`config.mk`:
```
export PLATFORM = sky130hd
export DESIGN_NAME = ram_bank
export DESIGN_NICKNAME = d
export VERILOG_FILES = /design/src/common/mem_types_pkg.sv /design/src/ram_controller/ram_bank.sv
export SDC_FILE = /design/constraint.sdc
export NUM_CORES = 2
export LEC_CHECK = 0
export BUFFER_PORTS_ARGS = -buffer_cell sky130_fd_sc_hd__clkbuf_2
export CAP_MARGIN = 10
export CORE_MARGIN = 8
export CORE_UTILIZATION = 60
export DETAILED_ROUTE_END_ITERATION = 12
export PLACE_DENSITY_LB_ADDON = 0.05
export RECOVER_POWER = 50
export SLEW_MARGIN = 20
export SYNTH_ARGS = -nofsm -noshare
export SYNTH_HDL_FRONTEND = slang
export SYNTH_SLANG_ARGS = --single-unit
```
`constraint.sdc`:
```
create_clock -name ram1_work_done -period 9.9 [get_ports ram1_work_done]
set_clock_uncertainty 0.05 [all_clocks]
set_input_delay 1.485 -clock ram1_work_done [delete_from_list [all_inputs] [get_ports ram1_work_done]]
set_output_delay 1.485 -clock ram1_work_done [all_outputs]
set_load 0.005 [all_outputs]
```
`src/common/mem_types_pkg.sv`:
```
package mem_types_pkg;

	////////////////////////////////////////////////////////////
	// Widths
	////////////////////////////////////////////////////////////

	localparam int WORD_W      = 16;
	localparam int ADDR_W      = 16;
	localparam int UART_BYTE_W = 8;

	// One data word on either bank
	typedef logic [WORD_W-1:0] mem_word_t;

	// Word address, bit 15 selects the bank
	typedef logic [ADDR_W-1:0] mem_addr_t;

	// Received UART byte
	typedef logic [UART_BYTE_W-1:0] uart_byte_t;

	////////////////////////////////////////////////////////////
	// Requester identity
	////////////////////////////////////////////////////////////

	// Travels with each command so the result finds its way home
	typedef logic port_tag_t;

	localparam port_tag_t TAG_FETCH = 1'b0;
	localparam port_tag_t TAG_LS    = 1'b1;

	////////////////////////////////////////////////////////////
	// Controller FSM
	////////////////////////////////////////////////////////////

	typedef enum logic [1:0] {
		CTRL_IDLE,
		CTRL_BANK_WAIT,
		CTRL_RESPOND
	} ctrl_state_t;

endpackage
```
`src/ram_controller/ram_bank.sv`:
```
`timescale 1ns/1ps

module ram_bank #(
	parameter int LATENCY         = 2,
	parameter int BANK_DEPTH_LOG2 = 8
) (
	input  logic                     ram1_work_done,
	input  logic                     reset,

	input  logic                     need_to_work,
	input  logic                     bank_we,
	input  mem_types_pkg::mem_addr_t bank_addr,
	input  mem_types_pkg::mem_word_t bank_wdata,

	output logic                     bank_done,
	output mem_types_pkg::mem_word_t feedback
);

	import mem_types_pkg::*;

	localparam int DEPTH = 2 ** BANK_DEPTH_LOG2;

	// Counter only has to hold LATENCY-1
	localparam int CNT_W = (LATENCY > 1) ? $clog2(LATENCY) : 1;

	mem_word_t mem [DEPTH];

	logic                       busy;
	logic [CNT_W-1:0]           count;
	logic [BANK_DEPTH_LOG2-1:0] index;

	// Upper address bits are ignored here
	assign index = bank_addr[BANK_DEPTH_LOG2-1:0];

	// Done lands LATENCY cycles after the start pulse
	assign bank_done = busy && (count == '0);

	// Writes echo their data, reads see the stored word
	assign feedback = bank_we ? bank_wdata : mem[index];

	////////////////////////////////////////////////////////////
	// Latency countdown
	////////////////////////////////////////////////////////////

	always_ff @(posedge ram1_work_done) begin
		if (reset) begin
			busy  <= 1'b0;
			count <= '0;
		end else if (need_to_work) begin
			busy  <= 1'b1;
			count <= CNT_W'(LATENCY - 1);
		end else if (busy) begin
			if (count == '0) begin
				busy <= 1'b0;
			end else begin
				count <= count - 1'b1;
			end
		end
	end

	// Store happens at the end of the done cycle
	always_ff @(posedge ram1_work_done) begin
		if (bank_done && bank_we) begin
			mem[index] <= bank_wdata;
		end
	end

endmodule

```
==> flow_summary.json <==
{
  "outcome": "finished, violations left",
  "failed_checks": "max-capacitance violations, max-slew violations",
  "postCtsResizedCells": 0,
  "timing_worst_slew_pin_value_ns": 7.40,
  "yosysSeqAreaShare": 0.780,
  "drt_pass1_iterations": 7,
  "ys_ff_latch": 4098,
  "p_total_w": 0.0354,
  "drc": 0,
  "mappedNetlistNets": 7141,
  "setup_repair_after_global_routing_missed_its_margin": "false",
  "worst-r2r-setup-slack_ns": 5.18,
  "synth_area_leader_cell": "sky130_fd_sc_hd__edfxtp_1",
  "worst_hold_startpoint": "busy",
  "power.density_cell_area_mw_per_mm2": 201,
  "core_area_mm2": 0.262,
  "gpl.final_weighted_congestion": 0.893,
  "iteration_0_drc_count_of_the_detailed_router": 10945,
  "area_growth_syn_to_layout_pct": 11.6,
  "power_leakage_nw": 55.3,
  "max_cap_viol": 58,
  "synth_top_family_by_area": "multiplexers",
  "cts_root_buf": "sky130_fd_sc_hd__clkbuf_16",
  "routed_wirelength_um": 429000,
  "maxSlewHeadroom": -3.93,
  "clkSlewWorstSetupHoldPaths_ns": 0.06,
  "post-synth-top-count-cell": "sky130_fd_sc_hd__edfxtp_1",
  "post-route-period-util": 0.871,
  "timing_hold_violations_final": 0,
  "grt_remaining_overflow": 0,
  "asyncSetResetFlopFracSynth": 0,
  "ys_types": 69,
  "grt_antenna_before_repair": 21,
  "die_area_mm2": 0.280,
  "route.detailed.vias_per_inst": 6.84,
  "setup-violations-final": 0,
  "clockBufferDepth": 4,
  "final_antenna_net_count": 0,
  "maximum_number_of_pins_on_one_net_before_global_route_repair": 186,
  "critical_path_class": "in -> reg",
  "ys_dominant_reg_cell": "sky130_fd_sc_hd__edfxtp_1",
  "routedWlPerCell_um": 37.6,
  "r2r_worst_path_depth": 8,
  "htreeDepth": 5,
  "i_o_pin_count": 53,
  "slew_viol_final": 4227,
  "dp_cell_count": 10677,
  "yosys-top-cells-area": "sky130_fd_sc_hd__edfxtp_1 (78%), sky130_fd_sc_hd__mux4_2 (14%), sky130_fd_sc_hd__mux2i_1 (2.3%)",
  "timing.setup.tns_ns": 0,
  "achievable_clock_frequency_mhz": 116,
  "worst_setup_path_end_kind": "flip-flop",
  "syn-instance-count": 7105,
  "grt_pass1_vias": 76940,
  "cts.hold.buffers_added": 0,
  "buffer_ports.inserted": 44,
  "instances_no_fill": 11421,
  "worst_min_path_class": "reg -> reg",
  "number_of_synthesized_flops_with_an_enable_pin": 4096,
  "hold_path_end": "busy",
  "x_dimension_of_the_die_um": 529,
  "initial_core_util": 0.602,
  "layout.nets": 7605,
  "r2r_path_end": "mem[225][14]",
  "post-route-util": 0.673,
  "vdd_drop_max_uv": 160,
  "layout-drive-gt1-share": 0.255,
  "synthXorXnorAreaFrac": 0,
  "layout.filler_cells": 16647,
  "fp.dieH_um": 529,
  "netlist_area_mm2": 0.158,
  "numCtsBuffers": 404,
  "critical_path.max_fanout": 91,
  "timing.final.ws_setup_ns": 1.27,
  "timing.critical_path.required_ns": 10.31,
  "post_cts.repair.setup_buffers": 0,
  "tritoncts": "yes",
  "synth_area_per_cell_um2": 22.2,
  "post_synth_fa_ha_maj_area_fraction": 0,
  "arrival_ns": 9.04,
  "period_minus_slack_ns": 8.63,
  "hold_path_depth": 2,
  "dp.final_hpwl_um": 258000,
  "cts.sinks": 4098,
  "synth_common_cells": "sky130_fd_sc_hd__edfxtp_1 (4,096), sky130_fd_sc_hd__mux4_2 (952), sky130_fd_sc_hd__mux2i_1 (363)",
  "synthDominantCellAreaShare": 0.780,
  "clkLatencyLatePin_ns": 0.92,
  "synth_compound_area_frac": 0.0239,
  "dpl_worst_slack_ns": 2.01,
  "synth.mux.area_fraction": 0.162,
  "fp-row-count": 188,
  "global_route_wire_length_before_repair_um": 598000,
  "count_of_vias_placed_by_the_detailed_router": 78161,
  "synth_simple_gate_area_share": 0.0192,
  "regToRegStartpoint": "busy",
  "track_usage": 0.305,
  "yosys_warnings": 0,
  "timing.critical_path.from_type": "primary input"
}
cells by family after synthesis:
group,count (synthesis)
simple gates,680
flops,4098
mux,1352
compound gates,547
buf+inv,428
flip-flops by register name, indices dropped and copies added, names as in the netlist:
name and cells:
mem 4096, busy 1, count 1
worst max path at each step:
stage	slack, ns	to	startpoint	cells after the start
after global routing	0.99	mem[228][7]	bank_wdata[7]	3
after detailed placement	2.01	feedback[9]	bank_addr[0]	9
after floorplan	4.76	feedback[10]	bank_addr[0]	9
after CTS	2.01	feedback[9]	bank_addr[0]	9
after global placement	1.74	feedback[5]	bank_addr[2]	10
final	1.27	mem[228][7]	bank_wdata[7]	3
cell type report:
cell class	count	area, um^2	area share
antenna	18	45.0	0.000256
clock buffer	514	10600	0.0604
clock inverter	211	1670	0.00950
inverter	17	68.8	0.000391
multi-input combinational	2579	32600	0.185
sequential	4098	123000	0.699
tap	3515	4400	0.0250
timing repair buffer	469	3610	0.0205
routing by layer:
layer  track usage  vias to the layer above  wire [um]
met1         0.433                    41993     162000
met3        0.0658                      793      44700
met4         0.128                       12      21200
met5             0                        -         76
li1              -                    31028          -
met2         0.468                     4335     201000
through the flow:
| stage | instance area [um^2] | hold slack, ns |
|---|---|---|
| after global routing | 176000 | 0.476 |
| final | 176000 | 0.440 |
| after floorplan | 158000 | 0.405 |
| after global placement | 164000 | 0.452 |
| after detailed placement | 164000 | 0.434 |
| after CTS | 176000 | 0.447 |
where the power goes:
group          internal (W)  switching (W)  total [W]
logic              0.000546        0.00119    0.00174
clock network       0.00816        0.00635     0.0145
registers            0.0191     0.00000135     0.0192
critical path, cell delays in order:
cell and delay (ns):
sky130_fd_sc_hd__clkbuf_1 2.22, sky130_fd_sc_hd__clkbuf_1 3.51, sky130_fd_sc_hd__clkbuf_2 1.65
placed cells by master (no fill, tap or decap), types with 13 or more instances in the layout:
cell type / Yosys / final
sky130_fd_sc_hd__a211oi_1: 20 / 20
sky130_fd_sc_hd__a21oi_1: 66 / 66
sky130_fd_sc_hd__a221oi_1: 14 / 14
sky130_fd_sc_hd__a22oi_1: 108 / 108
sky130_fd_sc_hd__a31oi_1: 20 / 20
sky130_fd_sc_hd__a32oi_1: 34 / 34
sky130_fd_sc_hd__buf_12: 1 / 27
sky130_fd_sc_hd__buf_4: 96 / 357
sky130_fd_sc_hd__bufinv_16: 0 / 23
sky130_fd_sc_hd__clkbuf_1: 123 / 158
sky130_fd_sc_hd__clkbuf_16: 0 / 409
sky130_fd_sc_hd__clkbuf_2: 0 / 28
sky130_fd_sc_hd__clkinv_1: 1 / 100
sky130_fd_sc_hd__clkinv_2: 0 / 57
sky130_fd_sc_hd__diode_2: 0 / 18
sky130_fd_sc_hd__edfxtp_1: 4096 / 4096
sky130_fd_sc_hd__inv_1: 13 / 13
sky130_fd_sc_hd__inv_6: 0 / 14
sky130_fd_sc_hd__mux2_2: 37 / 37
sky130_fd_sc_hd__mux2i_1: 363 / 363
sky130_fd_sc_hd__mux4_2: 952 / 952
sky130_fd_sc_hd__nand2_1: 183 / 167
sky130_fd_sc_hd__nand2_2: 0 / 16
sky130_fd_sc_hd__nand3_1: 56 / 55
sky130_fd_sc_hd__nor2_1: 301 / 256
sky130_fd_sc_hd__nor2_2: 0 / 28
sky130_fd_sc_hd__nor2_4: 0 / 17
sky130_fd_sc_hd__nor2b_1: 33 / 31
sky130_fd_sc_hd__nor3_1: 22 / 22
sky130_fd_sc_hd__nor4_1: 15 / 13
sky130_fd_sc_hd__o21ai_0: 84 / 83
sky130_fd_sc_hd__o22a_1: 16 / 16
sky130_fd_sc_hd__o22ai_1: 109 / 109
(Power assumes the default switching activity.)
