==> config.mk <==
export PLATFORM = sky130hd
export DESIGN_NAME = uart_status
export DESIGN_NICKNAME = d
export VERILOG_FILES = /design/src/common/mem_types_pkg.sv /design/src/verilog/uart_status.sv
export SDC_FILE = /design/constraint.sdc
export NUM_CORES = 1
export LEC_CHECK = 0
export BUFFER_PORTS_ARGS = -buffer_cell sky130_fd_sc_hd__buf_2
export CORE_AREA = 5 5 42 44
export CTS_CLUSTER_SIZE = 24
export DETAILED_ROUTE_END_ITERATION = 16
export DIE_AREA = 0 0 47 49
export PLACE_DENSITY = 0.48
export SYNTH_ARGS = -nofsm -noshare
export SYNTH_HDL_FRONTEND = slang
export SYNTH_SLANG_ARGS = --single-unit
==> constraint.sdc <==
create_clock -name ram1_work_done -period 0.8 [get_ports ram1_work_done]
set_input_delay 0.08 -clock ram1_work_done [delete_from_list [all_inputs] [get_ports ram1_work_done]]
set_output_delay 0.08 -clock ram1_work_done [all_outputs]
set_load 0.01 [all_outputs]
==> src/common/mem_types_pkg.sv <==
package mem_types_pkg;

	////////////////////////////////////////////////////////////
	// Widths
	////////////////////////////////////////////////////////////

	localparam int WORD_W      = 16;
	localparam int ADDR_W      = 16;
	localparam int UART_BYTE_W = 8;

	// One data word on either bank
	typedef logic [WORD_W-1:0] mem_word_t;

	// Word address, bit 15 selects the bank
	typedef logic [ADDR_W-1:0] mem_addr_t;

	// Received UART byte
	typedef logic [UART_BYTE_W-1:0] uart_byte_t;

	////////////////////////////////////////////////////////////
	// Requester identity
	////////////////////////////////////////////////////////////

	// Travels with each command so the result finds its way home
	typedef logic port_tag_t;

	localparam port_tag_t TAG_FETCH = 1'b0;
	localparam port_tag_t TAG_LS    = 1'b1;

	////////////////////////////////////////////////////////////
	// Controller FSM
	////////////////////////////////////////////////////////////

	typedef enum logic [1:0] {
		CTRL_IDLE,
		CTRL_BANK_WAIT,
		CTRL_RESPOND
	} ctrl_state_t;

endpackage
==> src/verilog/uart_status.sv <==
`timescale 1ns/1ps

module uart_status (
	input  logic                      ram1_work_done,
	input  logic                      reset,

	input  logic                      rx_valid,
	input  mem_types_pkg::uart_byte_t rx_data,
	input  logic                      uart_data_read,

	output logic                      rx_ready,
	output mem_types_pkg::uart_byte_t rx_byte
);

	// Receive has priority over a read in the same cycle
	always_ff @(posedge ram1_work_done) begin
		if (reset) begin
			rx_ready <= 1'b0;
		end else if (rx_valid) begin
			rx_ready <= 1'b1;
		end else if (uart_data_read) begin
			rx_ready <= 1'b0;
		end
	end

	// Byte just holds the last received value
	always_ff @(posedge ram1_work_done) begin
		if (rx_valid) begin
			rx_byte <= rx_data;
		end
	end

endmodule

==> results of run 1 <==
==> cells in the mapped netlist <==
master | number | area, um^2
dfxtp_1 | 1 | 20.0
a21oi_2 | 1 | 8.76
edfxtp_1 | 8 | 240
nand2b_1 | 1 | 6.26
inv_1 | 1 | 3.75
==> through the flow <==
step / setup TNS (ns) / instance area (um^2)
floorplan: 0 / 279
global placement: 0 / 399
detailed placement: 0 / 399
CTS: -0.379 / 517
global route: -0.651 / 523
finish: -0.216 / 523
==> state kept, by name (all words and copies together) (netlist names) <==
signal    cells
rx_ready      1
rx_byte       8
==> cell type report <==
cell class              instances  area share (%)
inverters                       1           0.718
clock buffers                   4            5.02
repair buffers                 29            37.6
multi-input cells               2            2.87
flip-flops and latches          9            50.0
well taps                      16            3.83
==> power breakdown <==
| group | internal [W] | switching (W) | leakage, nW |
|---|---|---|---|
| Sequential | 0.000552 | 0.00000837 | 0.0869 |
| Clock | 0.000191 | 0.000146 | 0.0150 |
| Combinational | 0.0000766 | 0.0000531 | 0.127 |
| Total | 0.000820 | 0.000207 | 0.229 |
==> what timing repair did <==
item / CTS / global route
resized for setup: 1 / 1
hold buffers: 9 / 0
endpoints found under the hold margin: 9 / 0
setup endpoints to repair: 9 / 9
cloned: 0 / 0
==> cells by family (layout without fill, tap and decap cells) <==
kind of cell,count (synthesis),after routing,synth area share (%)
AND/OR/NAND/NOR,1,1,2.24
flip-flops,9,9,93.3
buffers and inverters,1,34,1.34
AO/OA/AOI/OAI,1,1,3.14
==> layer usage <==
metal | track usage (%) | vias to the layer above | part of all wire [%]
met2 | 8.37 | 13 | 46
met5 | 0 | - | 0
met1 | 6.80 | 94 | 37
met3 | 4.43 | 0 | 16
met4 | 6.91 | 0 | 0
li1 | - | 111 | -
==> final timing paths <==
path / cells past startpoint / end / slack, ns / from
setup / recovery: 1 / rx_byte[1] / -0.05 / rx_byte[1]
hold / removal: 3 / rx_ready / 0.1 / uart_data_read
setup reg to reg: 2 / rx_ready / 0.20 / rx_ready
hold reg to reg: 2 / rx_ready / 0.49 / rx_ready
==> flow_metrics.tcl, run 1 <==
set metrics [dict create \
    htreeDepth 1 \
    dieArea_um2 2300 \
    synth_fp_nets 24 \
    grt_setup_unrepaired "yes" \
    worstSkewPairLatency_ns 0.25 \
    fin_nets 58 \
    final_util_pct 37.3 \
    finalSetupViolCount 8 \
    irDropWorstVdd_uv 607 \
    antenna_found_initial 0 \
    rows 14 \
    fill_cells 154 \
    die_w_um 47 \
    cp-end-kind "primary output" \
    cts_tree "done" \
    clock_path_buffers 2 \
    finClkSkew_ns 0 \
    yosys_warnings 0 \
    relSlewSlack_pct 86.7 \
    ys_seq_area_share_pct 93.3 \
    synthCells 12 \
    leakage_nw 0.229 \
    ios 21 \
    multi_input_area_um2 15.0 \
    path_max_fanout 1 \
    clkTransAtPathRegs_ns 0.06 \
    failed_checks "negative setup slack" \
    synth_area_per_cell_um2 23.3 \
    maxCapViolations 0 \
    instances_no_fill 61 \
    final_common_cell "buf_2" \
    ant_nets 0 \
    portBuffers 20 \
    whs_ns 0.0975 \
    slew_violations 0 \
    design.core.area_um2 1400 \
    cts_setup_buffers 0 \
    antenna_cells 0 \
    fin_crit_ns 0.847 \
    clkSinkCount 9 \
    ys_ff_latch 9 \
    die_h_um 49 \
    vias 218 \
    drive_above_1_share_pct 55.6 \
    p_total_w 0.00103 \
    place_congestion 0.640 \
    slowest_stage "edfxtp_1" \
    first_global_vias 236 \
    syn_area_um2 279 \
    fmax_mhz 1180 \
    hp-class "in -> reg" \
    status "complete, but fails checks" \
    setup_ws_ns -0.0471 \
    grt_start_max_net_pins 10 \
    start_kind "flop" \
    dp.cells 48 \
    required_ns 0.72 \
    synthToLayoutAreaGrowth_pct 87.4 \
    critPathKind "reg -> out" \
    final_cell_mix "19 x buf_2, 9 x dlygate4sd3_1, 8 x edfxtp_1, 3 x clkbuf_4" \
    root_buffer "clkbuf_4" \
    crit_family "flip-flops" \
    grt_pass1_wl_um 979 \
    dr.pass1.iters 2 \
    worst_pin_slew_ns 0.199 \
    crit_buf_inv 1 \
    wl_um 620 \
    grt_use_total_pct 6.69 \
    first_iter_violations 2 \
    wire_per_inst_um 10.2 \
    cts_buffers 3 \
    power_density_nw_per_um2 1960 \
    dpl_worst_slack_ns 0.201 \
    seq_area_um2 262 \
    grt_overflow 0 \
    slowest_delay_ns 0.37 \
    period_share_pct 106 \
    crit_chain "buf_2" \
    drc 0 \
    worstPathArrival_ns 0.77 \
    vias_per_cell 3.57 \
    hold_viol_final 0 \
    start_util_pct 19.9 \
    ys_types 5 \
]
(Power assumes the default switching activity.)
==> run 2, diff against run 1 <==
--- a/config.mk
+++ b/config.mk
@@ -5,7 +5,7 @@
 export SDC_FILE = /design/constraint.sdc
 export NUM_CORES = 1
 export LEC_CHECK = 0
-export BUFFER_PORTS_ARGS = -buffer_cell sky130_fd_sc_hd__buf_2
+export BUFFER_PORTS_ARGS = -buffer_cell sky130_fd_sc_hd__clkbuf_2
 export CORE_AREA = 5 5 42 44
 export CTS_CLUSTER_SIZE = 24
 export DETAILED_ROUTE_END_ITERATION = 16
==> flow_metrics.tcl, run 2 (synthesized netlist as in run 1, its figures left out) <==
set metrics [dict create \
    status "complete, but fails checks" \
    failed_checks "negative setup slack" \
    die_h_um 49 \
    clock_path_buffers 2 \
    portBuffers 20 \
    grt_overflow 0 \
    maxCapViolations 0 \
    reg2reg_depth 3 \
    worst_pin_slew_ns 0.222 \
    relSlewSlack_pct 85.2 \
    grt_use_total_pct 6.40 \
    leakage_nw 0.238 \
    cp-end-kind "primary output" \
    dieArea_um2 2300 \
    antenna_cells 0 \
    cts_tree "done" \
    start_util_pct 19.9 \
    wl_um 622 \
    ios 21 \
    cts_buffers 3 \
    start_kind "flop" \
    worstHoldStart "uart_data_read" \
    root_buffer "clkbuf_4" \
    critPathKind "reg -> out" \
    path_max_fanout 1 \
    clkSinkCount 9 \
    power_density_nw_per_um2 1950 \
    place_congestion 0.640 \
    hp-class "in -> reg" \
    required_ns 0.72 \
    reg.largest.list "rx_byte: 8 flops, rx_ready: 1 flops" \
    fin_crit_ns 0.841 \
    clkTransAtPathRegs_ns 0.06 \
    dp.cells 48 \
    worstSkewPairLatency_ns 0.26 \
    final_common_cell "clkbuf_2" \
    design.core.area_um2 1400 \
    slowest_delay_ns 0.37 \
    whs_ns 0.0850 \
    grt_setup_unrepaired "yes" \
    setup_ws_ns -0.0406 \
    vias_per_cell 3.53 \
    htreeDepth 1 \
    largest_register_ffs 8 \
    final_cell_mix "18 x clkbuf_2, 9 x dlygate4sd3_1, 8 x edfxtp_1, 3 x clkbuf_4" \
    min_to "rx_ready" \
    first_iter_violations 1 \
    first_global_vias 233 \
    min_path_cells 3 \
    r2r_start "rx_ready" \
    crit_family "flip-flops" \
    p_total_w 0.00104 \
    setup_tns_ns -0.207 \
    finClkSkew_ns 0 \
    ant_nets 0 \
    crit_chain "clkbuf_2" \
    crit_buf_inv 1 \
    fmax_mhz 1190 \
    largest-register "rx_byte" \
    hold_viol_final 0 \
    r2r_end "rx_ready" \
    fin_nets 59 \
    drive_above_1_share_pct 56.5 \
    irDropWorstVdd_uv 698 \
    grt_start_max_net_pins 10 \
    grt_pass1_wl_um 924 \
    reg2reg_slack_ns 0.12 \
    antenna_found_initial 0 \
    instances_no_fill 62 \
    die_w_um 47 \
    dr.pass1.iters 4 \
    synthToLayoutAreaGrowth_pct 90.1 \
    rows 14 \
    finalSetupViolCount 8 \
    vias 219 \
    worstPathArrival_ns 0.76 \
    slew_violations 0 \
    drc 0 \
    slowest_stage "edfxtp_1" \
    period_share_pct 105 \
    dpl_worst_slack_ns 0.184 \
    wire_per_inst_um 10.0 \
]
-- run 2: repair_timing --
item / CTS / global route
hold endpoints to repair: 9 / 0
endpoints found under the setup margin: 9 / 9
resized for setup: 1 / 3
hold buffers: 9 / 0
buffers inserted: 0 / 1
-- run 2: worst max path at each step --
stage                     startpoint          to  slack [ns]  cells after the start
after floorplan             rx_ready    rx_ready        0.19                      2
after global placement      rx_valid  rx_byte[6]        0.20                      1
after detailed placement    rx_valid  rx_byte[3]        0.18                      1
after CTS                 rx_byte[1]  rx_byte[1]       -0.06                      1
after global routing      rx_byte[1]  rx_byte[1]        -0.1                      1
final                     rx_byte[1]  rx_byte[1]       -0.04                      1
-- run 2: where the power goes --
| group | internal, W | switching (W) |
|---|---|---|
| clock | 0.000192 | 0.000149 |
| sequential | 0.000552 | 0.0000100 |
| combinational | 0.0000797 | 0.0000543 |
| total | 0.000823 | 0.000213 |
-- run 2: layout make-up --
type / count / area [um^2]
inverter: 1 / 3.75
timing repair buffer: 30 / 204
multi-input combinational: 2 / 15.0
tap: 16 / 20.0
clock buffer: 4 / 26.3
sequential: 9 / 262
fill: 148 / 871
-- run 2: routing by layer --
metal / global-route usage, % / wire (um)
met3: 4.43 / 108
met5: 0 / 0
met1: 6.11 / 226
met2: 8.14 / 287
met4: 6.91 / 0
-- run 2: metrics by stage --
| stage | util, % | area [um^2] |
|---|---|---|
| finish | 37.9 | 531 |
| global route | 37.9 | 531 |
| CTS | 36.9 | 517 |
| detailed placement | 28.5 | 399 |
| global placement | 28.5 | 399 |
| floorplan | - | 279 |
