<file path="src/common/mem_types_pkg.sv">
package mem_types_pkg;

	////////////////////////////////////////////////////////////
	// Widths
	////////////////////////////////////////////////////////////

	localparam int WORD_W      = 16;
	localparam int ADDR_W      = 16;
	localparam int UART_BYTE_W = 8;

	// One data word on either bank
	typedef logic [WORD_W-1:0] mem_word_t;

	// Word address, bit 15 selects the bank
	typedef logic [ADDR_W-1:0] mem_addr_t;

	// Received UART byte
	typedef logic [UART_BYTE_W-1:0] uart_byte_t;

	////////////////////////////////////////////////////////////
	// Requester identity
	////////////////////////////////////////////////////////////

	// Travels with each command so the result finds its way home
	typedef logic port_tag_t;

	localparam port_tag_t TAG_FETCH = 1'b0;
	localparam port_tag_t TAG_LS    = 1'b1;

	////////////////////////////////////////////////////////////
	// Controller FSM
	////////////////////////////////////////////////////////////

	typedef enum logic [1:0] {
		CTRL_IDLE,
		CTRL_BANK_WAIT,
		CTRL_RESPOND
	} ctrl_state_t;

endpackage
</file>
<file path="src/common/mem_map_pkg.sv">
package mem_map_pkg;

	// UART registers sit inside the ram1 half of the map
	localparam mem_types_pkg::mem_addr_t UART_DATA_ADDR   = 16'hBF00;
	localparam mem_types_pkg::mem_addr_t UART_STATUS_ADDR = 16'hBF01;

	// Set means ram1 (data RAM), clear means ram2 (instruction RAM)
	localparam int BANK_SELECT_BIT = 15;

	////////////////////////////////////////////////////////////
	// Status word layout, MSB first
	////////////////////////////////////////////////////////////

	localparam logic [11:0] STATUS_FILL = 12'hFFF;
	localparam logic [1:0]  STATUS_MODE = 2'b01;
	localparam logic        STATUS_TAIL = 1'b1;

	function automatic mem_types_pkg::mem_word_t status_word(input logic rx_ready);
		return {STATUS_FILL, STATUS_MODE, rx_ready, STATUS_TAIL};
	endfunction

	function automatic logic is_uart_addr(input mem_types_pkg::mem_addr_t addr);
		return (addr == UART_DATA_ADDR) || (addr == UART_STATUS_ADDR);
	endfunction

endpackage

</file>
<file path="src/ram_controller/ram_controller.sv">
`timescale 1ns/1ps

module ram_controller (
	input  logic                      ram1_work_done,
	input  logic                      reset,

	input  logic                      cmd_valid,
	input  logic                      cmd_we,
	input  mem_types_pkg::mem_addr_t  cmd_addr,
	input  mem_types_pkg::mem_word_t  cmd_wdata,
	input  mem_types_pkg::port_tag_t  cmd_tag,
	output logic                      cmd_ready,

	output logic                      done_valid,
	output mem_types_pkg::mem_word_t  done_rdata,
	output mem_types_pkg::port_tag_t  done_tag,

	input  logic                      ram1_bank_done,
	input  mem_types_pkg::mem_word_t  ram1_feedback,
	input  logic                      ram2_bank_done,
	input  mem_types_pkg::mem_word_t  ram2_feedback,

	output logic                      ram1_need_to_work,
	output logic                      ram2_need_to_work,
	output logic                      bank_we,
	output mem_types_pkg::mem_addr_t  bank_addr,
	output mem_types_pkg::mem_word_t  bank_wdata,

	input  logic                      rx_ready,
	input  mem_types_pkg::uart_byte_t rx_byte,
	output logic                      uart_data_read
);

	import mem_types_pkg::*;
	import mem_map_pkg::*;

	ctrl_state_t state;

	// Command held for the whole access
	logic      we_q;
	mem_addr_t addr_q;
	mem_word_t wdata_q;
	port_tag_t tag_q;

	logic      sel_ram1;
	logic      sel_done;
	mem_word_t sel_feedback;
	mem_word_t uart_word;

	assign cmd_ready = (state == CTRL_IDLE);

	// Banks see the latched command directly
	assign bank_we    = we_q;
	assign bank_addr  = addr_q;
	assign bank_wdata = wdata_q;

	assign sel_ram1     = addr_q[BANK_SELECT_BIT];
	assign sel_done     = sel_ram1 ? ram1_bank_done : ram2_bank_done;
	assign sel_feedback = sel_ram1 ? ram1_feedback : ram2_feedback;

	// UART writes are dropped, the data just comes back
	always_comb begin
		if (we_q) begin
			uart_word = wdata_q;
		end else if (addr_q == UART_STATUS_ADDR) begin
			uart_word = status_word(rx_ready);
		end else begin
			uart_word = {8'h00, rx_byte};
		end
	end

	////////////////////////////////////////////////////////////
	// Command capture
	////////////////////////////////////////////////////////////

	always_ff @(posedge ram1_work_done) begin
		if (cmd_valid && cmd_ready) begin
			we_q    <= cmd_we;
			addr_q  <= cmd_addr;
			wdata_q <= cmd_wdata;
			tag_q   <= cmd_tag;
		end
	end

	////////////////////////////////////////////////////////////
	// Sequencer
	////////////////////////////////////////////////////////////

	always_ff @(posedge ram1_work_done) begin
		if (reset) begin
			state             <= CTRL_IDLE;
			ram1_need_to_work <= 1'b0;
			ram2_need_to_work <= 1'b0;
			uart_data_read    <= 1'b0;
		end else begin
			// Start and read strobes last one cycle
			ram1_need_to_work <= 1'b0;
			ram2_need_to_work <= 1'b0;
			uart_data_read    <= 1'b0;
			case (state)
				CTRL_IDLE: begin
					if (cmd_valid) begin
						if (is_uart_addr(cmd_addr)) begin
							state          <= CTRL_RESPOND;
							uart_data_read <= !cmd_we && (cmd_addr == UART_DATA_ADDR);
						end else begin
							state             <= CTRL_BANK_WAIT;
							ram1_need_to_work <= cmd_addr[BANK_SELECT_BIT];
							ram2_need_to_work <= !cmd_addr[BANK_SELECT_BIT];
						end
					end
				end
				CTRL_BANK_WAIT: begin
					if (sel_done) begin
						state <= CTRL_IDLE;
					end
				end
				CTRL_RESPOND: begin
					state <= CTRL_IDLE;
				end
				default: begin
					state <= CTRL_IDLE;
				end
			endcase
		end
	end

	// Result goes out in the cycle the data is there
	always_comb begin
		case (state)
			CTRL_RESPOND: begin
				done_valid = 1'b1;
				done_rdata = uart_word;
			end
			CTRL_BANK_WAIT: begin
				done_valid = sel_done;
				done_rdata = sel_feedback;
			end
			default: begin
				done_valid = 1'b0;
				done_rdata = sel_feedback;
			end
		endcase
	end

	assign done_tag = tag_q;

endmodule

</file>
<file path="config.mk">
export PLATFORM = sky130hd
export DESIGN_NAME = ram_controller
export DESIGN_NICKNAME = d
export VERILOG_FILES = /design/src/common/mem_types_pkg.sv /design/src/common/mem_map_pkg.sv /design/src/ram_controller/ram_controller.sv
export SDC_FILE = /design/constraint.sdc
export NUM_CORES = 1
export LEC_CHECK = 0
export BUFFER_PORTS_ARGS = -buffer_cell sky130_fd_sc_hd__buf_2
export CORE_AREA = 3 3 76 78
export DETAILED_ROUTE_END_ITERATION = 10
export DIE_AREA = 0 0 79 81
export GPL_ROUTABILITY_DRIVEN = 0
export GPL_TIMING_DRIVEN = 0
export PLACE_DENSITY = 0.74
export SYNTH_ARGS = -nofsm -noshare
export SYNTH_HDL_FRONTEND = slang
export SYNTH_SLANG_ARGS = --single-unit
export TNS_END_PERCENT = 20
</file>
<file path="constraint.sdc">
create_clock -name ram1_work_done -period 2.5 [get_ports ram1_work_done]
set_clock_uncertainty 0.2 [all_clocks]
set_input_delay 0.625 -clock ram1_work_done [delete_from_list [all_inputs] [get_ports ram1_work_done]]
set_output_delay 0.625 -clock ram1_work_done [all_outputs]
set_load 0.02 [all_outputs]
</file>
==> load_flow_metrics.sql <==
INSERT INTO impl_metrics (metric_group, metric, value, unit) VALUES
('power', 'p_leak', '1.26', 'nW'),
('timing', 'fin_crit', '3.06', 'ns'),
('synth', 'yosys_warnings', '0', ''),
('cells_and_area', 'n_fill_cell', '469', ''),
('grt', 'globalRouteOverflowTotal', '0', ''),
('die', 'core', '5140', 'µm²'),
('die', 'dieArea', '6400', 'µm²'),
('critical_path', 'r2r_end', 'uart_data_read', ''),
('timing', 'maxSlewViolCount', '0', ''),
('critical_path', 'crit_family', 'simple AND/OR/NAND/NOR gates', ''),
('synth', 'synth-main-ff-cell', 'sky130_fd_sc_hd__edfxtp_1', ''),
('timing', 'setup_slack', '-0.558', 'ns'),
('timing', 'slew_headroom', '44.0', '%'),
('power', 'ir_drop', '421', 'µV'),
('routing', 'drtIter0Drc', '98', ''),
('synth', 'synth_top_cell_by_area', 'sky130_fd_sc_hd__edfxtp_1', ''),
('synth', 'synth_enable_flop_cells', '34', ''),
('critical_path', 'crit_arrival', '2.23', 'ns'),
('critical_path', 'r2r_cells', '6', ''),
('grt', 'groute.usage.overall', '16.9', '%'),
('placement', 'place_ws', '-0.597', 'ns'),
('timing', 'max_slew.worst_pin.slew', '0.841', 'ns'),
('routing', 'post-route-drc-count', '0', ''),
('synth', 'synth_sequential_area_ratio', '60.9', '%'),
('grt', 'number_of_global_route_vias_before_repair', '1674', ''),
('critical_path', 'setup.worst_path.start_class', 'flop', ''),
('min_path', 'hold_path_class', 'reg2reg', ''),
('power', 'pwr_density_cell', '572', 'nW/µm²'),
('timing', 'max_freq', '327', 'MHz'),
('die', 'dieHeight', '81', 'µm'),
('timing', 'fin_setup_tns', '-7.96', 'ns'),
('placement', 'post-dp-hpwl', '4360', 'µm'),
('die', 'die_width', '79', 'µm'),
('clock_network', 'cts_max_path_buffers', '2', ''),
('outcome', 'result_of_the_run', 'complete, but fails checks', ''),
('synth', 'synth_cell_types', '33', ''),
('routing', 'drtPass1Iterations', '4', ''),
('routing', 'route.antenna.remaining_nets', '0', ''),
('cells_and_area', 'final_core_utilization', '54.2', '%'),
('synth', 'asyncSetResetFlopFracSynth', '0', '%'),
('cells_and_area', 'antennaDiodeCount', '0', ''),
('timing', 'whs', '0.270', 'ns'),
('cells_and_area', 'finalNonFillerCells', '364', ''),
('critical_path', 'crit_path_max_incr_delay', '0.56', 'ns'),
('critical_path', 'r2r_start', 'state[0]', ''),
('synth', 'synth.top_cell.area_share', '55.4', '%'),
('synth', 'netlist_instances', '150', ''),
('timing', 'finalSetupViolations', '16', ''),
('critical_path', 'worst_setup_path_end_kind', 'primary output', ''),
('cells_and_area', 'layout-area-overhead-vs-synth', '51.2', '%'),
('critical_path', 'timing.critical_path.required', '1.67', 'ns'),
('clock_network', 'clk-insertion-delay-late', '0.28', 'ns'),
('clock_network', 'holdBufCountCts', '0', ''),
('routing', 'via_count', '1797', ''),
('synth', 'yosys_register_bits', '39', ''),
('die', 'floorplan.io_pins', '135', ''),
('clock_network', 'cts.htree.levels', '2', ''),
('grt', 'initial_antenna_violation_count', '1', ''),
('clock_network', 'tritoncts_clock_tree', 'yes', ''),
('synth', 'syn-cell-area', '1840', 'µm²'),
('clock_network', 'clk_pin_slew', '0.08', 'ns'),
('min_path', 'hold_path_end', 'state[0]', ''),
('critical_path', 'crit_type', 'reg2out', ''),
('placement', 'place.detailed.instances', '354', ''),
('outcome', 'violations', 'negative setup slack', ''),
('clock_network', 'root_buffer', 'sky130_fd_sc_hd__clkbuf_8', ''),
('critical_path', 'reg2reg_setup_slack', '0.33', 'ns'),
('routing', 'detail_route.vias_per_cell', '4.94', ''),
('routing', 'avgRoutedWirePerCell', '15.5', 'µm'),
('die', 'rows', '26', ''),
('grt', 'grt_start_max_net_pins', '36', '');
[logic make-up (layout without fill, tap and decap cells)]
kind of cell    count (synthesis)  in the layout  share of synthesized area, %
compound gates                 37             37                          12.4
mux                             9              9                          4.89
simple gates                   50             50                          17.1
flops                          39             39                          60.9
buf+inv                        12            156                          2.65
fa+ha+maj                       3              3                          2.04
[cells in the mapped netlist (all sizes together), types with 2 or more instances]
master	n
nor2b	7
nand4	2
o21ai	7
or4b	2
a21oi	11
edfxtp	34
nor3	7
mux2i	9
inv	4
clkbuf	7
and2b	5
nand2	13
ha	3
nor2	3
a211oi	9
o22ai	6
and4b	2
nor4	2
dfxtp	5
[where the power goes]
part / switching (W) / internal, W / leakage, nW / total [W]
clock network: 0.000239 / 0.000200 / 0.0443 / 0.000439
registers: 0.0000209 / 0.000767 / 0.367 / 0.000788
logic: 0.000221 / 0.000146 / 0.848 / 0.000367
[placed cells by master (no fill, tap or decap), drive strengths merged, types with 3 or more instances in the layout]
master	count
buf	138
edfxtp	34
nand2	13
a21oi	11
clkbuf	11
a211oi	9
mux2i	9
nor2b	7
nor3	7
o21ai	7
o22ai	6
and2b	5
dfxtp	5
inv	4
nor2	3
ha	3
[area by class of cell]
type / instances / area (µm²) / share of cell area [%]
inverter: 4 / 15.0 / 0.539
clock inverter: 3 / 25.0 / 0.899
tap: 70 / 87.6 / 3.15
multi-input combinational: 99 / 707 / 25.4
timing repair buffer: 136 / 713 / 25.6
clock buffer: 5 / 68.8 / 2.47
buffer: 8 / 45.0 / 1.62
sequential: 39 / 1120 / 40.3
[metal layers]
metal / share of wire, % / global-route usage, % / vias to the layer above / routed length [µm]
li1: - / - / 856 / -
met1: 37 / 18.8 / 818 / 2090
met2: 50 / 30.1 / 107 / 2790
met3: 12 / 6.87 / 14 / 657
met4: 1.4 / 4.64 / 2 / 80
met5: 0.12 / 0 / - / 7
[tightest hold or removal path, stage by stage, from the launching register on]
cell and delay (ns):
sky130_fd_sc_hd__dfxtp_2 0.33, sky130_fd_sc_hd__nand2_1 0.05, sky130_fd_sc_hd__a21oi_1 0.05
[state kept, by name, summed over array words and instances (netlist names)]
| register | flops |
|---|---|
| bank_addr | 16 |
| bank_wdata | 16 |
| bank_we | 1 |
| done_tag | 1 |
| ram1_need_to_work | 1 |
| ram2_need_to_work | 1 |
| state | 2 |
| uart_data_read | 1 |
[metrics by stage]
stage	area [µm²]	total power (W)
finish	2780	0.00159
global route	2780	0.00168
detailed placement	2630	0.00117
global placement	2630	0.00116
CTS	2780	0.00161
floorplan	1870	0.00101
[repair_timing]
item	4_1_cts	5_1_grt
setup endpoints to repair	17	17
hold endpoints to repair	0	0
pin swaps	8	1
resized for setup	10	6
setup buffers	2	0
[how the worst max path moves through the flow]
stage                  start        endpoint  slack [ns]  depth (start not counted)
5_1_grt         bank_addr[1]   done_rdata[1]       -0.66                          7
4_1_cts         bank_addr[5]   done_rdata[1]       -0.56                          7
3_3_place_gp   bank_addr[15]  done_rdata[14]       -0.61                          6
3_5_place_dp   bank_addr[15]   done_rdata[9]       -0.60                          6
2_1_floorplan   bank_addr[4]  done_rdata[14]       -0.38                          4
6_report        bank_addr[1]   done_rdata[1]       -0.56                          7
Power figures use the tool's default switching activity.
