## config.mk

```make
export PLATFORM = sky130hd
export DESIGN_NAME = mem_arbiter
export DESIGN_NICKNAME = d
export VERILOG_FILES = /design/src/common/mem_types_pkg.sv /design/src/verilog/mem_arbiter.sv
export SDC_FILE = /design/constraint.sdc
export NUM_CORES = 1
export LEC_CHECK = 0
export ABC_AREA = 0
export BUFFER_PORTS_ARGS = -buffer_cell sky130_fd_sc_hd__buf_2
export CAP_MARGIN = 20
export CORE_MARGIN = 3
export CORE_UTILIZATION = 52
export CTS_CLUSTER_DIAMETER = 30
export DETAILED_ROUTE_END_ITERATION = 10
export HOLD_SLACK_MARGIN = 0.08
export PLACE_DENSITY = 0.79
export SETUP_SLACK_MARGIN = 0.02
export SYNTH_ARGS = -nofsm -noshare
export SYNTH_HDL_FRONTEND = slang
export SYNTH_SLANG_ARGS = --single-unit
```

## constraint.sdc

```tcl
create_clock -name ram1_work_done -period 2.6 [get_ports ram1_work_done]
set_input_delay 0.39 -clock ram1_work_done [delete_from_list [all_inputs] [get_ports ram1_work_done]]
set_output_delay 0.39 -clock ram1_work_done [all_outputs]
set_load 0.005 [all_outputs]
```

## src/common/mem_types_pkg.sv

```systemverilog
package mem_types_pkg;

	////////////////////////////////////////////////////////////
	// Widths
	////////////////////////////////////////////////////////////

	localparam int WORD_W      = 16;
	localparam int ADDR_W      = 16;
	localparam int UART_BYTE_W = 8;

	// One data word on either bank
	typedef logic [WORD_W-1:0] mem_word_t;

	// Word address, bit 15 selects the bank
	typedef logic [ADDR_W-1:0] mem_addr_t;

	// Received UART byte
	typedef logic [UART_BYTE_W-1:0] uart_byte_t;

	////////////////////////////////////////////////////////////
	// Requester identity
	////////////////////////////////////////////////////////////

	// Travels with each command so the result finds its way home
	typedef logic port_tag_t;

	localparam port_tag_t TAG_FETCH = 1'b0;
	localparam port_tag_t TAG_LS    = 1'b1;

	////////////////////////////////////////////////////////////
	// Controller FSM
	////////////////////////////////////////////////////////////

	typedef enum logic [1:0] {
		CTRL_IDLE,
		CTRL_BANK_WAIT,
		CTRL_RESPOND
	} ctrl_state_t;

endpackage
```

## src/verilog/mem_arbiter.sv

```systemverilog
`timescale 1ns/1ps

module mem_arbiter #(
	parameter int FIFO_DEPTH = 2
) (
	input  logic                     ram1_work_done,
	input  logic                     reset,

	input  logic                     fetch_req_valid,
	input  logic                     fetch_req_we,
	input  mem_types_pkg::mem_addr_t fetch_req_addr,
	input  mem_types_pkg::mem_word_t fetch_req_wdata,
	output logic                     fetch_credit,
	output logic                     fetch_resp_valid,
	output mem_types_pkg::mem_word_t fetch_resp_rdata,

	input  logic                     ls_req_valid,
	input  logic                     ls_req_we,
	input  mem_types_pkg::mem_addr_t ls_req_addr,
	input  mem_types_pkg::mem_word_t ls_req_wdata,
	output logic                     ls_credit,
	output logic                     ls_resp_valid,
	output mem_types_pkg::mem_word_t ls_resp_rdata,

	output logic                     cmd_valid,
	output logic                     cmd_we,
	output mem_types_pkg::mem_addr_t cmd_addr,
	output mem_types_pkg::mem_word_t cmd_wdata,
	output mem_types_pkg::port_tag_t cmd_tag,
	input  logic                     cmd_ready,

	input  logic                     done_valid,
	input  mem_types_pkg::mem_word_t done_rdata,
	input  mem_types_pkg::port_tag_t done_tag
);

	import mem_types_pkg::*;

	localparam int PTR_W = (FIFO_DEPTH > 1) ? $clog2(FIFO_DEPTH) : 1;
	localparam int CNT_W = $clog2(FIFO_DEPTH + 1);

	// Index 0 is the fetch port, index 1 the load/store port
	logic [1:0] push_valid;
	logic [1:0] push_we;
	mem_addr_t  push_addr [2];
	mem_word_t  push_wdata [2];

	logic [FIFO_DEPTH-1:0] fifo_we [2];
	mem_addr_t             fifo_addr [2][FIFO_DEPTH];
	mem_word_t             fifo_wdata [2][FIFO_DEPTH];

	logic [PTR_W-1:0] wr_ptr [2];
	logic [PTR_W-1:0] rd_ptr [2];
	logic [CNT_W-1:0] count [2];

	logic [1:0] not_empty;
	logic [1:0] pop;
	logic [1:0] credit_q;
	port_tag_t  rr_next;
	port_tag_t  grant;

	function automatic logic [PTR_W-1:0] next_ptr(input logic [PTR_W-1:0] ptr);
		if (ptr == PTR_W'(FIFO_DEPTH - 1)) begin
			return '0;
		end
		return ptr + 1'b1;
	endfunction

	assign push_valid    = {ls_req_valid, fetch_req_valid};
	assign push_we       = {ls_req_we, fetch_req_we};
	assign push_addr[0]  = fetch_req_addr;
	assign push_addr[1]  = ls_req_addr;
	assign push_wdata[0] = fetch_req_wdata;
	assign push_wdata[1] = ls_req_wdata;

	assign not_empty[0] = (count[0] != '0);
	assign not_empty[1] = (count[1] != '0);

	////////////////////////////////////////////////////////////
	// Round-robin grant
	////////////////////////////////////////////////////////////

	// Favoured port wins if it has something, else the other one
	always_comb begin
		if (not_empty[rr_next]) begin
			grant = rr_next;
		end else begin
			grant = ~rr_next;
		end
	end

	assign cmd_valid = |not_empty;
	assign cmd_tag   = grant;
	assign cmd_we    = fifo_we[grant][rd_ptr[grant]];
	assign cmd_addr  = fifo_addr[grant][rd_ptr[grant]];
	assign cmd_wdata = fifo_wdata[grant][rd_ptr[grant]];

	assign pop[0] = cmd_valid && cmd_ready && (grant == TAG_FETCH);
	assign pop[1] = cmd_valid && cmd_ready && (grant == TAG_LS);

	////////////////////////////////////////////////////////////
	// Request FIFOs
	////////////////////////////////////////////////////////////

	// Credits keep pushes below FIFO_DEPTH, no full check needed
	always_ff @(posedge ram1_work_done) begin
		if (reset) begin
			for (int p = 0; p < 2; p++) begin
				wr_ptr[p] <= '0;
				rd_ptr[p] <= '0;
				count[p]  <= '0;
			end
			rr_next  <= TAG_FETCH;
			credit_q <= '0;
		end else begin
			for (int p = 0; p < 2; p++) begin
				if (push_valid[p]) begin
					wr_ptr[p] <= next_ptr(wr_ptr[p]);
				end
				if (pop[p]) begin
					rd_ptr[p] <= next_ptr(rd_ptr[p]);
				end
				count[p] <= count[p] + CNT_W'(push_valid[p]) - CNT_W'(pop[p]);
			end
			if (cmd_valid && cmd_ready) begin
				rr_next <= ~grant;
			end
			// Credit goes back the cycle after the pop
			credit_q <= pop;
		end
	end

	always_ff @(posedge ram1_work_done) begin
		for (int p = 0; p < 2; p++) begin
			if (push_valid[p]) begin
				fifo_we[p][wr_ptr[p]]    <= push_we[p];
				fifo_addr[p][wr_ptr[p]]  <= push_addr[p];
				fifo_wdata[p][wr_ptr[p]] <= push_wdata[p];
			end
		end
	end

	assign fetch_credit = credit_q[0];
	assign ls_credit    = credit_q[1];

	// Results steered by tag, same cycle
	assign fetch_resp_valid = done_valid && (done_tag == TAG_FETCH);
	assign ls_resp_valid    = done_valid && (done_tag == TAG_LS);
	assign fetch_resp_rdata = done_rdata;
	assign ls_resp_rdata    = done_rdata;

endmodule

```

==> results of run 1 <==
-- sequential cells by signal, summed over array words and instances, names as in the netlist --
register	flops
count	4
credit_q	2
fifo_addr	64
fifo_wdata	64
fifo_we	4
rd_ptr	2
rr_next	1
wr_ptr	2
-- power groups by stage --
stage | logic, W | registers, W | clock network (W)
2_1_floorplan | 0.00116 | 0.00280 | 0
3_3_place_gp | 0.00154 | 0.00280 | 0
3_5_place_dp | 0.00158 | 0.00281 | 0
4_1_cts | 0.00158 | 0.00277 | 0.00221
5_1_grt | 0.00170 | 0.00278 | 0.00232
6_report | 0.00155 | 0.00277 | 0.00216
-- cell families after synthesis --
family / after synthesis / share of synthesized area (%)
simple gates: 32 / 2.79
mux: 101 / 17.2
flops: 143 / 71.9
compound gates: 7 / 0.852
buf+inv: 51 / 6.43
fa+ha+maj: 3 / 0.639
xor+xnor: 1 / 0.149
-- synth_stat cells, drive strengths merged --
library cell,instances
nor2b,6
inv,6
and2,4
nand3b,1
xor2,1
or4,1
nand2,4
a31oi,1
o21bai,3
mux2,1
edfxtp,136
mux2i,100
buf,44
o21ai,1
ha,3
dfxtp,7
nand2b,1
or2,2
o21a,1
nor3,3
nor2,10
o31a,1
clkbuf,1
-- metal layers --
metal  part of all wire, %  vias to the layer above  wire, µm  global-route usage [%]
met4                   2.9                        2       303                    9.05
met5                 0.067                        -         7                       0
met2                    50                      103      5190                    29.2
li1                      -                     1441         -                       -
met1                    41                     1435      4260                    20.6
met3                   6.5                       31       682                    6.20
-- final cells by class --
type / instances / area [µm²] / area share, %
Timing Repair Buffer: 120 / 648 / 9.40
Tap cell: 140 / 175 / 2.54
Multi-Input combinational cell: 144 / 1290 / 18.7
Clock buffer: 17 / 425 / 6.17
Inverter: 6 / 22.5 / 0.327
Sequential cell: 143 / 4220 / 61.2
Clock inverter: 15 / 111 / 1.61
-- worst max-delay path by stage --
stage	start	endpoint	cells after the start
6_report	count[0][2]	cmd_addr[0]	5
3_5_place_dp	count[0][3]	cmd_addr[0]	5
2_1_floorplan	wr_ptr[0][0]	fifo_addr[0][16]	1
4_1_cts	count[0][3]	cmd_addr[0]	5
3_3_place_gp	count[0][2]	cmd_addr[0]	5
5_1_grt	count[0][3]	cmd_we	5
-- per-stage QoR --
stage / util, % / instances / hold WS [ps]
global placement: 58.2 / 553 / 520
global route: 63.1 / 585 / 144
finish: 63.1 / 585 / 163
CTS: 63.1 / 585 / 144
detailed placement: 58.2 / 553 / 547
floorplan: - / 338 / 489
-- worst max-delay path: stages (launching register included) --
cell and delay, ps:
dfxtp_1 330, o21ai_1 200, o31a_2 210, buf_12 250, mux2i_1 280, buf_2 150
==> summary.txt, run 1 <==
Fill cells: 804
# setup viols final: 0
DR vias: 3012
Vias in the first global route: 3343
Worst hold start: ls_req_wdata[10]
Reg-to-reg slack, setup: 880 ps
CP max FO: 34
RR Startpoint: count[0][0]
Startpoint Class: flop
Die Span Y: 112 µm
Routed wire per std cell: 17.9 µm
Layout cells sized above 1: 35.5%
CTS root buffer: clkbuf_16
Remaining DRCs: 0
NumNets Final: 524
Ranking of synthesized cells by area: edfxtp_1 (70%), mux2i_1 (17%), buf_4 (4.1%), dfxtp_1 (2.4%), buf_12 (1.0%)
P_sw: 0.00180 W
Area grow syn2layout: 17.4%
CTS Buf Count: 17
Ys Warns: 0
Gate power share: 23.9%
Setup CP Type: flop to output port
Yosys top cell area share: 69.5%
First-iteration detailed-routing DRC count: 124
Placed standard-cell area: 6360 µm²
PostCTS Resize Cnt: 0
N_diodes: 0
R2R cell count: 9
Power after layout: 0.00648 W
Die area: 12600 µm²
Largest net degree at the start of global routing: 35
Slew Limit Fails: 0
Hold WC Path Type: primary input to flop
Port Buffers: 111
Chip Width: 112 µm
Post-route cell area: 6900 µm²
WHS Endpoint: fifo_wdata[1][26]
Sink Count: 143
Hold_buf cts: 0
H-tree depth: 4
Clock buffer depth: 2
Mapped Area: 5870 µm²
Clock slew at reported path FFs: 60 ps
GRT Total Usage: 17.7%
Maximum vdd drop: 743 µV
Initial antenna violation count: 1
Hold Path Depth: 1
Seq cells post-synth: 143
Final Skew: 6.67 ps
GRT overflow: 0
Floorplan core area: 10900 µm²
First-pass DRT Iterations: 4
CP arrival: 1840 ps
Worst r2r dst: count[0][1]
Worst-margin pin slew: 469 ps
Initial Util: 53.7%
Reg power frac: 42.7%
Slew headroom: 68.7%
Commonest non-fill, non-tap cell in the layout: edfxtp_1
Min cycle time layout: 2230 ps
Clock power frac: 33.4%
Commonest cells after routing, fill and taps aside: edfxtp_1 (136), buf_2 (111), mux2i_1 (100), clkbuf_16 (17), nor2_1 (10)
Highest clock rate: 449 MHz
RSZ-0062 raised after global routing: false
First-pass GRT wire length: 16800 µm
Clk Latency, worst-skew pair: 410 ps
Drt via density: 5.15
Status: finished, final reports clean
Max Cap Viol: 0
Routability Congestion: 0.737
Post-CTS setup buffer count: 0
Syn avg cell area: 17.4 µm²
Detail Placement HPWL: 7100 µm
Setup_tns: 0 ps
Count of cell types in the netlist: 27
Post-Route WL: 10500 µm
Sw frac: 27.8%
Post-route ant nets: 0
Area leader, netlist: edfxtp_1
Placement Setup Slack: 761 ps
IO Pins: 160
Leakage power: 2.72 nW
Internal power: 0.00468 W
Pwr dens: 939 nW/µm²
CP endpoint kind: output port
Post-synthesis sequential area ratio: 71.9%
Setup WS post-layout: 371 ps
Final Cycle Share: 85.7%
Synthesized Nets: 430
CTS tree: built
Required @ worst endpoint: 2210 ps
Row cnt: 38
Final Hold Vio Count: 0
Mapped Cells: 338
Note: power is estimated with default switching activity, not from simulation.
==> run 2: changes to the inputs <==
- RECOVER_POWER: default -> 100
==> summary.txt, run 2 (synthesis results as in run 1) <==
Clock slew at reported path FFs: 60 ps (about the same)
Worst-margin pin slew: 1370 ps (was 469 ps)
Largest net degree at the start of global routing: 35 (unchanged)
Die Span Y: 112 µm (unchanged)
# setup viols final: 0 (unchanged)
Power after layout: 0.00642 W (was 0.00648 W)
NumNets Final: 524 (unchanged)
Sink Count: 143 (unchanged)
Post-CTS setup buffer count: 0 (unchanged)
GRT Total Usage: 17.7% (unchanged)
Commonest non-fill, non-tap cell in the layout: edfxtp_1 (unchanged)
Hold WC Path Type: primary input to flop (unchanged)
Required @ worst endpoint: 2210 ps (about the same)
Slew headroom: 8.18% (was 68.7%)
Post-route ant nets: 0 (unchanged)
CP max stage delay: 330 ps (about the same)
PostCTS Resize Cnt: 0 (unchanged)
Max Cap Viol: 0 (unchanged)
Clock buffer depth: 2 (unchanged)
Startpoint Class: flop (unchanged)
Status: finished, final reports clean (unchanged)
Final Hold Vio Count: 0 (unchanged)
DR vias: 3027 (was 3012)
Min cycle time layout: 2320 ps (was 2230 ps)
Pwr dens: 945 nW/µm² (was 939 nW/µm²)
CP endpoint kind: output port (unchanged)
Commonest cells after routing, fill and taps aside: edfxtp_1 (136), mux2i_1 (100), clkbuf_1 (63), buf_2 (38), clkbuf_16 (17) (was edfxtp_1 (136), buf_2 (111), mux2i_1 (100), clkbuf_16 (17), nor2_1 (10))
Maximum vdd drop: 743 µV (about the same)
Setup CP Type: flop to output port (unchanged)
First-iteration detailed-routing DRC count: 155 (was 124)
Reg-to-reg slack, setup: 320 ps (was 880 ps)
First-pass DRT Iterations: 4 (unchanged)
CP arrival: 1930 ps (was 1840 ps)
Setup_tns: 0 ps (unchanged)
Floorplan core area: 10900 µm² (unchanged)
First-pass GRT wire length: 16800 µm (unchanged)
GRT overflow: 0 (unchanged)
Fill cells: 829 (was 804)
Sequential cell area: 4220 µm² (unchanged)
Chip Width: 112 µm (unchanged)
CTS root buffer: clkbuf_16 (unchanged)
Critical-path cell list: o21ai_0, o31a_2, buf_12, mux2i_1, clkbuf_1 (was o21ai_1, o31a_2, buf_12, mux2i_1, buf_2)
Initial antenna violation count: 1 (unchanged)
Vias in the first global route: 3343 (unchanged)
Hold_buf cts: 0 (unchanged)
Slew Limit Fails: 0 (unchanged)
Row cnt: 38 (unchanged)
N_diodes: 0 (unchanged)
Final Skew: 5.87 ps (was 6.67 ps)
Min Hold Slack: 163 ps (about the same)
Util after Layout: 62.1% (was 63.1%)
Post-Route WL: 10500 µm (about the same)
Port Buffers: 111 (unchanged)
IO Pins: 160 (unchanged)
Routed wire per std cell: 17.9 µm (about the same)
Leakage power: 2.53 nW (was 2.72 nW)
Remaining DRCs: 0 (unchanged)
H-tree depth: 4 (unchanged)
Drt via density: 5.17 (was 5.15)
Die area: 12600 µm² (unchanged)
RSZ-0062 raised after global routing: false (unchanged)
Routability Congestion: 0.737 (unchanged)
Clk Latency, worst-skew pair: 410 ps (about the same)
Layout cells sized above 1: 20.2% (was 35.5%)
Multi-input gate area: 1270 µm² (was 1290 µm²)
CTS tree: built (unchanged)
Area grow syn2layout: 15.7% (was 17.4%)
CTS Buf Count: 17 (unchanged)
Initial Util: 53.7% (unchanged)
Max stage delay cell, worst path: dfxtp_1 (unchanged)
Highest clock rate: 432 MHz (was 449 MHz)
Detail Placement HPWL: 7100 µm (unchanged)
Final Cycle Share: 89.0% (was 85.7%)
CP max FO: 34 (unchanged)
==> run 2: path summary, 6_finish.rpt <==
| path | cells after the start | endpoint | start |
|---|---|---|---|
| worst max-delay path | 5 | cmd_addr[0] | count[0][2] |
| worst min-delay path | 1 | fifo_wdata[1][10] | ls_req_wdata[10] |
| worst max register to register | 2 | fifo_we[1][0] | wr_ptr[0][1] |
| worst min register to register | 2 | rr_next | rr_next |
==> run 2: cell type report <==
class,instances,share of cell area (%)
multi-input combinational,144,18.7
clock buffer,17,6.26
sequential,143,62.2
timing repair buffer,120,8.29
tap,140,2.58
clock inverter,15,1.64
inverter,6,0.331
==> run 2: per-layer routing <==
metal  wire (µm)  global-route usage, %
met4         303                   9.05
met5           7                      0
met2        5230                   29.2
met3         700                   6.20
met1        4220                   20.6
==> run 2: where the power goes <==
part | total (W) | switching, W | internal (W)
clock network | 0.00216 | 0.000940 | 0.00122
registers | 0.00277 | 0.0000637 | 0.00270
logic | 0.00149 | 0.000802 | 0.000690
total | 0.00642 | 0.00181 | 0.00462
==> run 2: per-stage QoR <==
stage,instances,cell area (µm²),setup slack [ps]
floorplan,338,5870,285
global placement,553,6360,840
detailed placement,553,6360,761
CTS,585,6900,308
global route,585,6800,123
finish,585,6800,285
==> run 2: worst max-delay path: cells and delay by family, from the launching register on <==
family	cells	cell delay [ps]
buffers and inverters	2	400
multiplexers	1	280
AO/OA/AOI/OAI	2	490
flip-flops	1	330
